<file path="src/common/fir_pkg.sv">
package fir_pkg;

	// axi4-lite bus geometry
	localparam int AXI_DATA_W = 32;
	localparam int AXI_ADDR_W = 16;
	// byte address to word address
	localparam int ADDR_LSB = 2;
	localparam int WORD_ADDR_W = AXI_ADDR_W - ADDR_LSB;

	// word address split into block field and tap index
	localparam int BRAM_ADDR_W = 7;
	localparam int DSP_ADDR_W = WORD_ADDR_W - BRAM_ADDR_W;

	// filter geometry
	localparam int TM = 8;
	localparam int DSP_NR = 2;
	localparam int NTAPS = TM * DSP_NR;
	localparam int COUNT_W = $clog2(TM);

	// datapath widths
	localparam int DATA_W = 14;
	localparam int COEF_W = 18;
	localparam int COEF_MAG = 17;
	// enough for bits COEF_MAG+DATA_W-1..COEF_MAG of the wrapped sum
	localparam int SUM_W = DATA_W + COEF_MAG;
	localparam int PROD_W = DATA_W + COEF_W;

	// coefficient blocks start here, stage s at FIR_COEFS_BASE + s
	localparam int FIR_COEFS_BASE = 1;

	// switch register bits
	localparam int SW_FIR_EN = 1;
	localparam int LED_W = 7;

	// identification words, ascii, read back byte reversed
	localparam logic [AXI_DATA_W-1:0] PROG_NAME = " RIF";
	localparam logic [AXI_DATA_W-1:0] PROG_VER = "12.1";

	localparam logic [1:0] AXI_RESP_OKAY = 2'b00;

	// register word addresses
	typedef enum logic [WORD_ADDR_W-1:0] {
		REG_NAME      = 14'd0,
		REG_VER       = 14'd1,
		REG_NTAPS     = 14'd4,
		REG_TM        = 14'd8,
		REG_DSP_NR    = 14'd9,
		REG_COEF_MAG  = 14'd12,
		REG_COEF_BASE = 14'd16,
		REG_SWITCHES  = 14'd20
	} reg_addr_e;

endpackage

</file>
<file path="src/common/coef_wr_if.sv">
interface coef_wr_if;

	// one-cycle write strobe, no back-pressure
	logic en;
	// stage number, already offset by the block base
	logic [fir_pkg::DSP_ADDR_W-1:0] stage;
	// tap index inside the stage
	logic [fir_pkg::BRAM_ADDR_W-1:0] tap;
	// signed coefficient value
	logic signed [fir_pkg::COEF_W-1:0] data;

	// register slave side
	modport regs (
		output en,
		output stage,
		output tap,
		output data
	);

	// filter side, fanned out to the stages
	modport engine (
		input en,
		input stage,
		input tap,
		input data
	);

endinterface

</file>
<file path="src/rtl/axi_lite_regs.sv">
module axi_lite_regs (
	input  logic                                 S_AXI_ACLK,
	input  logic                                 S_AXI_ARESETN,
	input  logic [fir_pkg::AXI_ADDR_W-1:0]       S_AXI_AWADDR,
	input  logic                                 S_AXI_AWVALID,
	output logic                                 S_AXI_AWREADY,
	input  logic [fir_pkg::AXI_DATA_W-1:0]       S_AXI_WDATA,
	input  logic [fir_pkg::AXI_DATA_W/8-1:0]     S_AXI_WSTRB,
	input  logic                                 S_AXI_WVALID,
	output logic                                 S_AXI_WREADY,
	output logic [1:0]                           S_AXI_BRESP,
	output logic                                 S_AXI_BVALID,
	input  logic                                 S_AXI_BREADY,
	input  logic [fir_pkg::AXI_ADDR_W-1:0]       S_AXI_ARADDR,
	input  logic                                 S_AXI_ARVALID,
	output logic                                 S_AXI_ARREADY,
	output logic [fir_pkg::AXI_DATA_W-1:0]       S_AXI_RDATA,
	output logic [1:0]                           S_AXI_RRESP,
	output logic                                 S_AXI_RVALID,
	input  logic                                 S_AXI_RREADY,
	output logic [fir_pkg::LED_W-1:0]            leds,
	output logic                                 fir_en,
	coef_wr_if.regs                              coef_wr
);

	// latched word addresses
	logic [fir_pkg::WORD_ADDR_W-1:0] awaddr;
	logic [fir_pkg::WORD_ADDR_W-1:0] araddr;
	// low while a write response is outstanding
	logic aw_en;
	logic aw_accept;
	logic reg_wren;
	logic ar_accept;
	logic [fir_pkg::AXI_DATA_W-1:0] rd_data;
	logic [fir_pkg::AXI_DATA_W-1:0] switches;
	// coefficient address fields
	logic [fir_pkg::DSP_ADDR_W-1:0] blk;
	logic [fir_pkg::BRAM_ADDR_W-1:0] tap_idx;
	logic coef_hit;

	assign S_AXI_BRESP = fir_pkg::AXI_RESP_OKAY;
	assign S_AXI_RRESP = fir_pkg::AXI_RESP_OKAY;

	// both channels must be valid, and no response pending
	assign aw_accept = !S_AXI_AWREADY && S_AXI_AWVALID && S_AXI_WVALID && aw_en;
	assign reg_wren = S_AXI_AWREADY && S_AXI_AWVALID && S_AXI_WREADY && S_AXI_WVALID;

	// awready and wready pulse together
	always_ff @(posedge S_AXI_ACLK) begin
		if (!S_AXI_ARESETN) begin
			S_AXI_AWREADY <= 1'b0;
			S_AXI_WREADY <= 1'b0;
			aw_en <= 1'b1;
		end else if (aw_accept) begin
			S_AXI_AWREADY <= 1'b1;
			S_AXI_WREADY <= 1'b1;
			aw_en <= 1'b0;
		end else begin
			S_AXI_AWREADY <= 1'b0;
			S_AXI_WREADY <= 1'b0;
			// response taken, next write may start
			if (S_AXI_BVALID && S_AXI_BREADY)
				aw_en <= 1'b1;
		end
	end

	always_ff @(posedge S_AXI_ACLK) begin
		if (aw_accept)
			awaddr <= S_AXI_AWADDR[fir_pkg::AXI_ADDR_W-1:fir_pkg::ADDR_LSB];
	end

	// write response, held until bready
	always_ff @(posedge S_AXI_ACLK) begin
		if (!S_AXI_ARESETN)
			S_AXI_BVALID <= 1'b0;
		else if (reg_wren && !S_AXI_BVALID)
			S_AXI_BVALID <= 1'b1;
		else if (S_AXI_BVALID && S_AXI_BREADY)
			S_AXI_BVALID <= 1'b0;
	end

	// switch register with byte lanes
	always_ff @(posedge S_AXI_ACLK) begin
		if (!S_AXI_ARESETN) begin
			switches <= '0;
		end else if (reg_wren && awaddr == fir_pkg::REG_SWITCHES) begin
			for (int b = 0; b < fir_pkg::AXI_DATA_W / 8; b++) begin
				if (S_AXI_WSTRB[b])
					switches[b*8 +: 8] <= S_AXI_WDATA[b*8 +: 8];
			end
		end
	end

	assign leds = switches[fir_pkg::LED_W-1:0];
	assign fir_en = switches[fir_pkg::SW_FIR_EN];

	// block field picks the stage, low field the tap
	assign blk = awaddr[fir_pkg::WORD_ADDR_W-1:fir_pkg::BRAM_ADDR_W];
	assign tap_idx = awaddr[fir_pkg::BRAM_ADDR_W-1:0];
	assign coef_hit = (blk >= fir_pkg::DSP_ADDR_W'(fir_pkg::FIR_COEFS_BASE)) &&
		(blk < fir_pkg::DSP_ADDR_W'(fir_pkg::FIR_COEFS_BASE + fir_pkg::DSP_NR)) &&
		(tap_idx < fir_pkg::BRAM_ADDR_W'(fir_pkg::TM));

	// strobe one clock after the accepting cycle
	always_ff @(posedge S_AXI_ACLK) begin
		if (!S_AXI_ARESETN)
			coef_wr.en <= 1'b0;
		else
			coef_wr.en <= reg_wren && coef_hit;
	end

	// sign from bit 31, magnitude bits from the bottom
	always_ff @(posedge S_AXI_ACLK) begin
		coef_wr.stage <= blk - fir_pkg::DSP_ADDR_W'(fir_pkg::FIR_COEFS_BASE);
		coef_wr.tap <= tap_idx;
		coef_wr.data <= {S_AXI_WDATA[fir_pkg::AXI_DATA_W-1], S_AXI_WDATA[fir_pkg::COEF_W-2:0]};
	end

	// read address, not taken while data waits
	assign ar_accept = !S_AXI_ARREADY && S_AXI_ARVALID && !S_AXI_RVALID;

	always_ff @(posedge S_AXI_ACLK) begin
		if (!S_AXI_ARESETN)
			S_AXI_ARREADY <= 1'b0;
		else
			S_AXI_ARREADY <= ar_accept;
	end

	always_ff @(posedge S_AXI_ACLK) begin
		if (ar_accept)
			araddr <= S_AXI_ARADDR[fir_pkg::AXI_ADDR_W-1:fir_pkg::ADDR_LSB];
	end

	always_ff @(posedge S_AXI_ACLK) begin
		if (!S_AXI_ARESETN)
			S_AXI_RVALID <= 1'b0;
		else if (S_AXI_ARREADY && S_AXI_ARVALID && !S_AXI_RVALID)
			S_AXI_RVALID <= 1'b1;
		else if (S_AXI_RVALID && S_AXI_RREADY)
			S_AXI_RVALID <= 1'b0;
	end

	// read decode, coefficients are write only
	always_comb begin
		case (fir_pkg::reg_addr_e'(araddr))
			fir_pkg::REG_NAME:      rd_data = fir_pkg::PROG_NAME;
			fir_pkg::REG_VER:       rd_data = fir_pkg::PROG_VER;
			fir_pkg::REG_NTAPS:     rd_data = fir_pkg::AXI_DATA_W'(fir_pkg::NTAPS);
			fir_pkg::REG_TM:        rd_data = fir_pkg::AXI_DATA_W'(fir_pkg::TM);
			fir_pkg::REG_DSP_NR:    rd_data = fir_pkg::AXI_DATA_W'(fir_pkg::DSP_NR);
			fir_pkg::REG_COEF_MAG:  rd_data = fir_pkg::AXI_DATA_W'(fir_pkg::COEF_MAG);
			fir_pkg::REG_COEF_BASE: rd_data = fir_pkg::AXI_DATA_W'(fir_pkg::FIR_COEFS_BASE);
			fir_pkg::REG_SWITCHES:  rd_data = switches;
			default:                rd_data = '0;
		endcase
	end

	// data captured with the address phase, held while rvalid waits
	always_ff @(posedge S_AXI_ACLK) begin
		if (S_AXI_ARREADY && S_AXI_ARVALID && !S_AXI_RVALID)
			S_AXI_RDATA <= rd_data;
	end

	// a response once raised stays up until the master takes it
	a_bvalid_hold: assert property (@(posedge S_AXI_ACLK) disable iff (!S_AXI_ARESETN)
		S_AXI_BVALID && !S_AXI_BREADY |=> S_AXI_BVALID);

	// read data frozen until rready
	a_rdata_stable: assert property (@(posedge S_AXI_ACLK) disable iff (!S_AXI_ARESETN)
		S_AXI_RVALID && !S_AXI_RREADY |=> S_AXI_RVALID && $stable(S_AXI_RDATA));

endmodule

</file>
<file path="src/fir/fir_tap.sv">
module fir_tap (
	input  logic                                S_AXI_ACLK,
	input  logic                                S_AXI_ARESETN,
	input  logic [fir_pkg::COUNT_W-1:0]         count,
	input  logic                                shift,
	input  logic signed [fir_pkg::DATA_W-1:0]   sample_in,
	output logic signed [fir_pkg::DATA_W-1:0]   sample_out,
	output logic signed [fir_pkg::SUM_W-1:0]    sum_out,
	input  logic                                coef_en,
	input  logic [fir_pkg::COUNT_W-1:0]         coef_tap,
	input  logic signed [fir_pkg::COEF_W-1:0]   coef_data
);

	logic signed [fir_pkg::COEF_W-1:0] coef [fir_pkg::TM];
	// hist[0] newest, hist[TM-1] oldest
	logic signed [fir_pkg::DATA_W-1:0] hist [fir_pkg::TM];
	logic signed [fir_pkg::PROD_W-1:0] mult;
	logic signed [fir_pkg::SUM_W-1:0] prod;
	// tap index of the product now in prod
	logic [fir_pkg::COUNT_W-1:0] count_q;
	logic signed [fir_pkg::SUM_W-1:0] acc;

	// coefficient store, cleared at reset
	always_ff @(posedge S_AXI_ACLK) begin
		if (!S_AXI_ARESETN) begin
			for (int i = 0; i < fir_pkg::TM; i++)
				coef[i] <= '0;
		end else if (coef_en) begin
			coef[coef_tap] <= coef_data;
		end
	end

	// sample history, one push per frame
	always_ff @(posedge S_AXI_ACLK) begin
		if (!S_AXI_ARESETN) begin
			for (int i = 0; i < fir_pkg::TM; i++)
				hist[i] <= '0;
		end else if (shift) begin
			hist[0] <= sample_in;
			for (int i = 1; i < fir_pkg::TM; i++)
				hist[i] <= hist[i-1];
		end
	end

	// oldest sample moves on to the next stage
	assign sample_out = hist[fir_pkg::TM-1];

	// one tap per clock, same index for coefficient and sample
	assign mult = coef[count] * hist[count];

	// products arrive in order 1..TM-1 then 0
	always_ff @(posedge S_AXI_ACLK) begin
		if (!S_AXI_ARESETN) begin
			prod <= '0;
			count_q <= '0;
			acc <= '0;
			sum_out <= '0;
		end else begin
			// wraps, only low SUM_W bits matter after scaling
			prod <= mult[fir_pkg::SUM_W-1:0];
			count_q <= count;
			if (count_q == fir_pkg::COUNT_W'(1))
				acc <= prod;
			else
				acc <= acc + prod;
			// last product closes the frame sum
			if (count_q == '0)
				sum_out <= acc + prod;
		end
	end

endmodule

</file>
<file path="src/fir/fir_engine.sv">
module fir_engine (
	input  logic                                S_AXI_ACLK,
	input  logic                                S_AXI_ARESETN,
	input  logic signed [fir_pkg::DATA_W-1:0]   flt_in,
	input  logic                                fir_en,
	output logic signed [fir_pkg::DATA_W-1:0]   flt_out,
	output logic                                flt_tick,
	coef_wr_if.engine                           coef_wr
);

	// position inside the frame
	logic [fir_pkg::COUNT_W-1:0] count;
	logic shift;
	// sample chain, element s feeds stage s
	logic signed [fir_pkg::DATA_W-1:0] sample_chain [fir_pkg::DSP_NR+1];
	logic signed [fir_pkg::SUM_W-1:0] stage_sum [fir_pkg::DSP_NR];
	logic stage_wr_en [fir_pkg::DSP_NR];
	logic signed [fir_pkg::SUM_W-1:0] total;
	// scaled output, one per frame
	logic signed [fir_pkg::DATA_W-1:0] y_q;

	// free running frame counter
	always_ff @(posedge S_AXI_ACLK) begin
		if (!S_AXI_ARESETN)
			count <= '0;
		else if (count == fir_pkg::COUNT_W'(fir_pkg::TM - 1))
			count <= '0;
		else
			count <= count + 1'b1;
	end

	// frame strobe, input captured at its closing edge
	assign flt_tick = (count == '0);
	assign shift = flt_tick;

	assign sample_chain[0] = flt_in;

	for (genvar s = 0; s < fir_pkg::DSP_NR; s++) begin : g_stage
		// strobe only the addressed stage
		assign stage_wr_en[s] = coef_wr.en && (coef_wr.stage == fir_pkg::DSP_ADDR_W'(s));

		fir_tap u_tap (
			.S_AXI_ACLK    (S_AXI_ACLK),
			.S_AXI_ARESETN (S_AXI_ARESETN),
			.count         (count),
			.shift         (shift),
			.sample_in     (sample_chain[s]),
			.sample_out    (sample_chain[s+1]),
			.sum_out       (stage_sum[s]),
			.coef_en       (stage_wr_en[s]),
			.coef_tap      (coef_wr.tap[fir_pkg::COUNT_W-1:0]),
			.coef_data     (coef_wr.data)
		);
	end

	// add the stage sums, wrapping
	always_comb begin
		total = '0;
		for (int s = 0; s < fir_pkg::DSP_NR; s++)
			total = total + stage_sum[s];
	end

	// stage sums are steady at count 0, so take y there
	// holds through the whole next frame
	always_ff @(posedge S_AXI_ACLK) begin
		if (!S_AXI_ARESETN)
			y_q <= '0;
		else if (count == '0)
			y_q <= total[fir_pkg::COEF_MAG +: fir_pkg::DATA_W];
	end

	// bypass when the filter is off
	assign flt_out = fir_en ? y_q : flt_in;

	// tap index is cut to COUNT_W bits at the stages
	// a strobe must point at a real stage and tap
	a_coef_wr_range: assert property (@(posedge S_AXI_ACLK) disable iff (!S_AXI_ARESETN)
		coef_wr.en |-> coef_wr.tap < fir_pkg::BRAM_ADDR_W'(fir_pkg::TM) &&
		coef_wr.stage < fir_pkg::DSP_ADDR_W'(fir_pkg::DSP_NR));

endmodule

</file>
<file path="src/rtl/fir_axi_top.sv">
module fir_axi_top (
	input  logic                                S_AXI_ACLK,
	input  logic                                S_AXI_ARESETN,
	input  logic [fir_pkg::AXI_ADDR_W-1:0]      S_AXI_AWADDR,
	input  logic                                S_AXI_AWVALID,
	output logic                                S_AXI_AWREADY,
	input  logic [fir_pkg::AXI_DATA_W-1:0]      S_AXI_WDATA,
	input  logic [fir_pkg::AXI_DATA_W/8-1:0]    S_AXI_WSTRB,
	input  logic                                S_AXI_WVALID,
	output logic                                S_AXI_WREADY,
	output logic [1:0]                          S_AXI_BRESP,
	output logic                                S_AXI_BVALID,
	input  logic                                S_AXI_BREADY,
	input  logic [fir_pkg::AXI_ADDR_W-1:0]      S_AXI_ARADDR,
	input  logic                                S_AXI_ARVALID,
	output logic                                S_AXI_ARREADY,
	output logic [fir_pkg::AXI_DATA_W-1:0]      S_AXI_RDATA,
	output logic [1:0]                          S_AXI_RRESP,
	output logic                                S_AXI_RVALID,
	input  logic                                S_AXI_RREADY,
	input  logic signed [fir_pkg::DATA_W-1:0]   flt_in,
	output logic signed [fir_pkg::DATA_W-1:0]   flt_out,
	output logic                                flt_tick,
	output logic [fir_pkg::LED_W-1:0]           leds
);

	// filter on/off from the switch register
	logic fir_en;

	// coefficient writes, slave to filter
	coef_wr_if coef_wr ();

	axi_lite_regs u_regs (
		.S_AXI_ACLK    (S_AXI_ACLK),
		.S_AXI_ARESETN (S_AXI_ARESETN),
		.S_AXI_AWADDR  (S_AXI_AWADDR),
		.S_AXI_AWVALID (S_AXI_AWVALID),
		.S_AXI_AWREADY (S_AXI_AWREADY),
		.S_AXI_WDATA   (S_AXI_WDATA),
		.S_AXI_WSTRB   (S_AXI_WSTRB),
		.S_AXI_WVALID  (S_AXI_WVALID),
		.S_AXI_WREADY  (S_AXI_WREADY),
		.S_AXI_BRESP   (S_AXI_BRESP),
		.S_AXI_BVALID  (S_AXI_BVALID),
		.S_AXI_BREADY  (S_AXI_BREADY),
		.S_AXI_ARADDR  (S_AXI_ARADDR),
		.S_AXI_ARVALID (S_AXI_ARVALID),
		.S_AXI_ARREADY (S_AXI_ARREADY),
		.S_AXI_RDATA   (S_AXI_RDATA),
		.S_AXI_RRESP   (S_AXI_RRESP),
		.S_AXI_RVALID  (S_AXI_RVALID),
		.S_AXI_RREADY  (S_AXI_RREADY),
		.leds          (leds),
		.fir_en        (fir_en),
		.coef_wr       (coef_wr.regs)
	);

	fir_engine u_engine (
		.S_AXI_ACLK    (S_AXI_ACLK),
		.S_AXI_ARESETN (S_AXI_ARESETN),
		.flt_in        (flt_in),
		.fir_en        (fir_en),
		.flt_out       (flt_out),
		.flt_tick      (flt_tick),
		.coef_wr       (coef_wr.engine)
	);

endmodule

</file>
<file path="config.mk">
export PLATFORM = sky130hd
export DESIGN_NAME = fir_axi_top
export DESIGN_NICKNAME = d
export VERILOG_FILES = /design/src/common/fir_pkg.sv /design/src/common/coef_wr_if.sv /design/src/rtl/axi_lite_regs.sv /design/src/fir/fir_tap.sv /design/src/fir/fir_engine.sv /design/src/rtl/fir_axi_top.sv
export SDC_FILE = /design/constraint.sdc
export NUM_CORES = 2
export LEC_CHECK = 0
export BUFFER_PORTS_ARGS = -buffer_cell sky130_fd_sc_hd__buf_2
export CORE_MARGIN = 1.5
export CORE_UTILIZATION = 50
export DETAILED_ROUTE_END_ITERATION = 8
export PLACE_DENSITY = 0.69
export SYNTH_ARGS = -nofsm -noshare
export SYNTH_HDL_FRONTEND = slang
export SYNTH_SLANG_ARGS = --single-unit
</file>
<file path="constraint.sdc">
create_clock -name S_AXI_ACLK -period 7.2 [get_ports S_AXI_ACLK]
set_input_delay 0.36 -clock S_AXI_ACLK [delete_from_list [all_inputs] [get_ports S_AXI_ACLK]]
set_output_delay 0.36 -clock S_AXI_ACLK [all_outputs]
set_load 0.01 [all_outputs]
</file>
### Word level (Yosys, flattened, before mapping)

Memory sizes are Yosys's and may differ from the RTL's. A register that Yosys moved wholly into a read port is not among the register bits.
Cells that the tools add are included.

| cells by class | value |
|---|---|
| bitwise gates (word level) | 17 |
| equality and inequality tests | 11 |
| $lt $le $gt $ge | 3 |
| add/subtract/negate cells | 5 |
| multipliers | 2 |
| mux-type cells | 47 |
| reductions and logical operators | 37 |

Operator list:

| cell | count |
|---|---|
| case mux 32 bit (8 select lines) | 1 |
| 2-to-1 mux 14 bit | 17 |
| adder 31 bit | 3 |
| multiplier 18 x 14 -> 31 bit | 2 |
| 2-to-1 mux 31 bit | 2 |
| == test 14 x 4 -> 1 bit, second input constant | 3 |
| == test 14 x 5 -> 1 bit, second input constant | 3 |
| 2-to-1 mux 18 bit | 2 |
| OR reduction 18 bit | 2 |
| logical AND 1 bit | 19 |
| 2-to-1 mux 1 bit | 19 |
| 2-to-1 mux 3 bit | 6 |
| bitwise OR 1 bit | 16 |
| == test 14 x 1 -> 1 bit, second input constant | 1 |
| == test 14 x 3 -> 1 bit, second input constant | 1 |
| zero test 14 bit | 1 |
| AND reduction 2 bit | 4 |
| == test 7 x 1 -> 1 bit, second input constant | 1 |
| >= comparator 7 x 1 -> 1 bit, second input constant | 1 |
| zero test 7 bit | 1 |
| < comparator 7 x 2 -> 1 bit, second input constant | 1 |
| < comparator 7 x 4 -> 1 bit, second input constant | 1 |
| subtractor 7 x 1 -> 7 bit, second input constant | 1 |
| zero test 3 bit | 2 |
| 7 further kinds | 12 |

| word-level totals | value |
|---|---|
| input bits | 89 |
| memories kept | 4 |
| bits in registers | 332 |
| bits in writable memories | 512 |
| output and inout bits | 63 |

Memories:

| name | words | width | rd ports | clocked after Yosys merged registers in | wr ports | RTL line | source |
|---|---|---|---|---|---|---|---|
| u_engine.g_stage[0].u_tap.coef | 8 | 18 | 1 | 1 | 8 | fir_tap.sv:14 | `logic signed [fir_pkg::COEF_W-1:0] coef [fir_pkg::TM];` |
| u_engine.g_stage[1].u_tap.coef | 8 | 18 | 1 | 1 | 8 | fir_tap.sv:14 |  |
| u_engine.g_stage[0].u_tap.hist | 8 | 14 | 9 | 1 | 8 | fir_tap.sv:16 | `logic signed [fir_pkg::DATA_W-1:0] hist [fir_pkg::TM];` |
| u_engine.g_stage[1].u_tap.hist | 8 | 14 | 8 | 1 | 8 | fir_tap.sv:16 |  |

### Depth between registers and ports, before layout

| logic depth | value |
|---|---|
| depth after elaboration | 7 |
| depth in mapped cells | 31 |

### Cells and area by module

Synthesis repeated with hierarchy kept, for this count alone.

| second synthesis, totals | value |
|---|---|
| cell total of the unflattened synthesis | 5110 |
| area total of the unflattened synthesis | 56838.3 um^2 |

By module, submodules not included:

| module | area an instance (um^2) | times used | cells each |
|---|---|---|---|
| fir_tap at u_engine.g_stage[1].u_tap | 24971.4 | 1 | 2227 |
| fir_tap at u_engine.g_stage[0].u_tap | 24867.6 | 1 | 2237 |
| axi_lite_regs | 4754.6 | 1 | 360 |
| fir_engine | 2244.7 | 1 | 286 |

### Least setup slack after synthesis

No wires, ideal clock.

| timing | value |
|---|---|
| path type | register to register |
| start point | register, netlist name u_engine.count[0] |
| end point | register u_engine.g_stage[1].u_tap.prod[30] in the netlist's numbering |
| data required time | 7.079 ns |
| arrival time | 7.539 ns |
| period minus slack after synthesis | 7.660 ns |
| setup time | 0.121 ns |
| setup slack | -0.460 ns |
| cell stages (with the launch flop) | 31 |
| buffers on the path | 5 |
| path through | dfxtp_1 -> buf_2 -> buf_6 -> buf_6 -> buf_4 -> buf_2 -> mux4_2 -> mux2i_1 -> nor2_1 -> fa_1 -> inv_1 -> fa_1 -> inv_1 -> fa_1 -> inv_1 -> fa_1 -> inv_1 -> fa_1 -> inv_1 -> fa_1 -> inv_1 -> ha_1 -> o21a_1 -> o21ai_0 -> a2bb2oi_1 -> a41oi_2 -> a21oi_2 -> a211oi_1 -> o21bai_1 -> o31ai_1 -> mux2_2 |

RTL lines:

| element | RTL line | source |
|---|---|---|
| to (signal assigned) | fir_tap.sv:60 | `prod <= mult[fir_pkg::SUM_W-1:0];` |
| to (decl) | fir_tap.sv:18 | `logic signed [fir_pkg::SUM_W-1:0] prod;` |

==> qor.yml <==
outcome:
  outcome: "completed"
cells_and_area:
  seq_area_um2: 22600
  final_cell_mix: "inv_1 (581), edfxtp_1 (572), fa_1 (475)"
  multiInputGateArea_um2: 30400
  nNetsFinal: 6196
  drive_gt1_share_pct: 16.4
  diodes: 0
  finalInstanceArea_um2: 64200
  area_growth_syn_to_layout_pct: 15.2
  utilization_pct: 58.1
  fillers: 9064
  layout_commonest_cell: "inv_1"
die:
  die_w_um: 337
  start_util_pct: 50.4
  rows: 122
  io_pins: 152
  core-area_um2: 111000
  die_area_um2: 113000
  die_h_um: 337
worst_setup_path:
  worst_path_max_delay_cell: "fa_1"
  start_kind: "register"
  critPathKind: "register to register"
  cpPeakStageDelay_ns: 0.58
  crit_fanout: 8
  endpoint_kind: "register"
  crit_top_cell: "fa_1"
  cp.required_ns: 7.73
  critPathArrivalTime_ns: 7.66
  cp_top_family: "adder cells"
  critPathBufInv: 4
  crit_chain: "buf_12 > buf_12 > buf_4 > mux4_2 > mux2_4 > nand2_1 > fa_1 > fa_1 > fa_1 > fa_1 > fa_1 > fa_1 > inv_2 > ha_4 > a211o_1 > nand2b_4 > a2bb2oi_4 > a41oi_2 > a21oi_2 > a211oi_2 > o21bai_1 > o31ai_1 > mux2_2"
timing:
  holdWs_ns: 0.0283
  finalClockSkew_ns: 0.0286
  relSlewSlack_pct: 18.6
  period_share_pct: 99.0
  setup_viol: 0
  rsz0062_at_grt: "true"
  slew_viol_final: 0
  finalHoldViolCount: 0
  finalCriticalPeriod_ns: 7.13
  max_freq_mhz: 140
  tightest_slew_ns: 1.22
synth:
  synth_edf_count: 572
  synthMuxAreaShare_pct: 8.12
  synth_cell_types: 84
  ys_async_sr_fraction_pct: 0
  ys.flop_type: "edfxtp_1"
  ys_seq_elements: 844
  syn_inst: 5012
  synth_area_um2: 55700
  synth_compound_gate_area_share_pct: 6.07
  yosys.area_share.simple_pct: 14.9
  syn_area_per_cell_um2: 11.1
  synth_adder_area_share_pct: 22.6
  synth_top_family_by_area: "adder cells"
  yosysWarnings: 0
  synth-xor-area-share_pct: 1.90
  yosysSeqAreaShare_pct: 40.6
placed_design:
  post-dp-hpwl_um: 102000
  dpl_cell_area_um2: 59800
  io_buffers: 143
  place.gp.congestion: 0.937
detailed_routing:
  drt_pass1_iterations: 5
  drt_iter0_markers: 3089
  via_per_inst: 5.52
  num_vias: 38400
  drc: 0
  ant_nets: 0
  drt_wl_total_um: 141000
  wire_per_inst_um: 20.3
global_route:
  grt_usage_pct: 24.9
  antenna_found_initial: 0
  grt_max_degree: 168
  grt_remaining_overflow: 0
  grt_pass1_wl_um: 219000
  grt_pass1_vias: 39100
cts:
  clkSinkCount: 844
  cts_tree: "built"
  htree_levels: 3
  root_buffer: "clkbuf_16"
  cts_inserted_buffers: 88
  clk_latency_ns: 0.67
  path_clk_slew_ns: 0.06
  clockBufferDepth: 3
run:
  maxCapViolCount: 0
power:
  p_per_area_nw_per_um2: 443
  ir_drop_uv: 356
  leakage_nw: 28.4
hold_path:
  min_path_type: "input port to register"
==> repair_timing <==
action,in CTS,in global routing
pin swaps,0,35
endpoints found under the hold margin,82,0
hold buffers,63,0
cloned,1,4
gates resized for setup,3,95
setup buffers,4,30
endpoints found under the setup margin,5,25
==> metal layers <==
metal / global-route usage [%] / share of wire (%) / vias up
li1: - / - / 17600
met1: 33.7 / 42 / 19200
met2: 41.5 / 48 / 1337
met3: 3.72 / 6.9 / 264
met4: 7.89 / 3.5 / 0
met5: 0 / 0 / -
==> stage by stage <==
stage	TNS [ns]	worst slack [ns]	cells	total power, mW
final	0	0.0721	6949	28.5
after global routing	-0.878	-0.149	6949	30.9
after CTS	0	0.00973	6915	27.9
after detailed placement	-0.103	-0.0790	6685	23.2
after global placement	0	0.0324	6685	22.8
after floorplan	0	0.000567	5015	17.6
==> power breakdown <==
group	switching, mW	internal, mW	total (mW)	leakage (nW)
clock network	1.97	2.62	4.58	1.42
logic	9.80	7.68	17.5	18.6
registers	0.461	5.95	6.42	8.31
==> sequential cells by signal (all words and copies together) (netlist names) <==
register	count
u_engine.g_stage.u_tap.acc	62
u_regs.switches	32
u_engine.count	3
u_engine.y_q	14
u_regs.araddr	14
u_regs.S_AXI_AWREADY	1
u_regs.S_AXI_RDATA	32
u_engine.g_stage.u_tap.count_q	3
u_regs.aw_en	1
u_regs.coef_wr.tap	3
u_regs.S_AXI_ARREADY	1
u_regs.awaddr	14
u_regs.coef_wr.stage	7
u_engine.g_stage.u_tap.hist	224
u_engine.g_stage.u_tap.sum_out	62
u_engine.g_stage.u_tap.prod	62
u_regs.S_AXI_BVALID	1
u_regs.coef_wr.data	18
u_regs.coef_wr.en	1
u_regs.S_AXI_RVALID	1
u_engine.g_stage.u_tap.coef	288
==> synth_stat cells, types with 16 or more instances <==
cell      instances  area share, %
inv_1           590            4.0
edfxtp_1        572             31
fa_1            478             17
nor2_1          463            3.1
nand2_1         441            3.0
and2_1          380            4.3
dfxtp_1         272            9.8
ha_1            240            5.4
and3_1          179            2.0
a21oi_1         173            1.6
clkbuf_1        160            1.1
mux4_2          128            5.2
o21ai_0          96           0.86
mux2i_1          80            1.4
xnor2_1          79            1.2
a21o_1           61           0.82
mux2_2           59            1.2
nand3_1          47           0.42
nand2b_1         46           0.52
xor2_1           42           0.66
buf_2            41           0.37
o21a_1           36           0.49
nor3_1           35           0.31
a211oi_1         32           0.43
nor2b_1          20           0.22
o211ai_1         18           0.24
a31oi_1          17           0.19
buf_4            17           0.23
or3_1            16           0.18
==> worst register-to-register path, delay by kind of cell (launching register included) <==
kind / cells / cell delay [ns]
adders and majority gates: 7 / 3.24
AOI/OAI and AO/OA: 7 / 1.34
muxes: 3 / 1.27
buffers and inverters: 4 / 0.54
DFF: 1 / 0.37
and+or+nand+nor: 2 / 0.25
==> logic make-up after synthesis <==
kind of cell / after synthesis
compound gates: 527
xor+xnor: 121
fa+ha+maj: 718
buf+inv: 824
flops: 844
mux: 278
other cells: 1
simple gates: 1699
==> worst paths after layout <==
kind / start / end / slack, ns / cells past startpoint
worst min register to register: u_regs.awaddr[2] / u_regs.coef_wr.tap[2] / 0.40 / 0
worst max register to register: u_engine.count[0] / u_engine.g_stage[1].u_tap.prod[30] / 0.07 / 23
worst min-delay path: flt_in[0] / u_engine.g_stage[0].u_tap.hist[0][0] / 0.03 / 2
worst max-delay path: u_engine.count[0] / u_engine.g_stage[1].u_tap.prod[30] / 0.07 / 23
==> area by class of cell <==
type	count	share of cell area, %
Clock buffer	122	3.93
Clock inverter	40	0.581
Inverter	591	3.49
Multi-Input combinational cell	3347	47.3
Sequential cell	844	35.3
Tap cell	1488	2.90
Timing Repair Buffer	517	6.54
No activity file was read; power rests on OpenSTA's default activity.
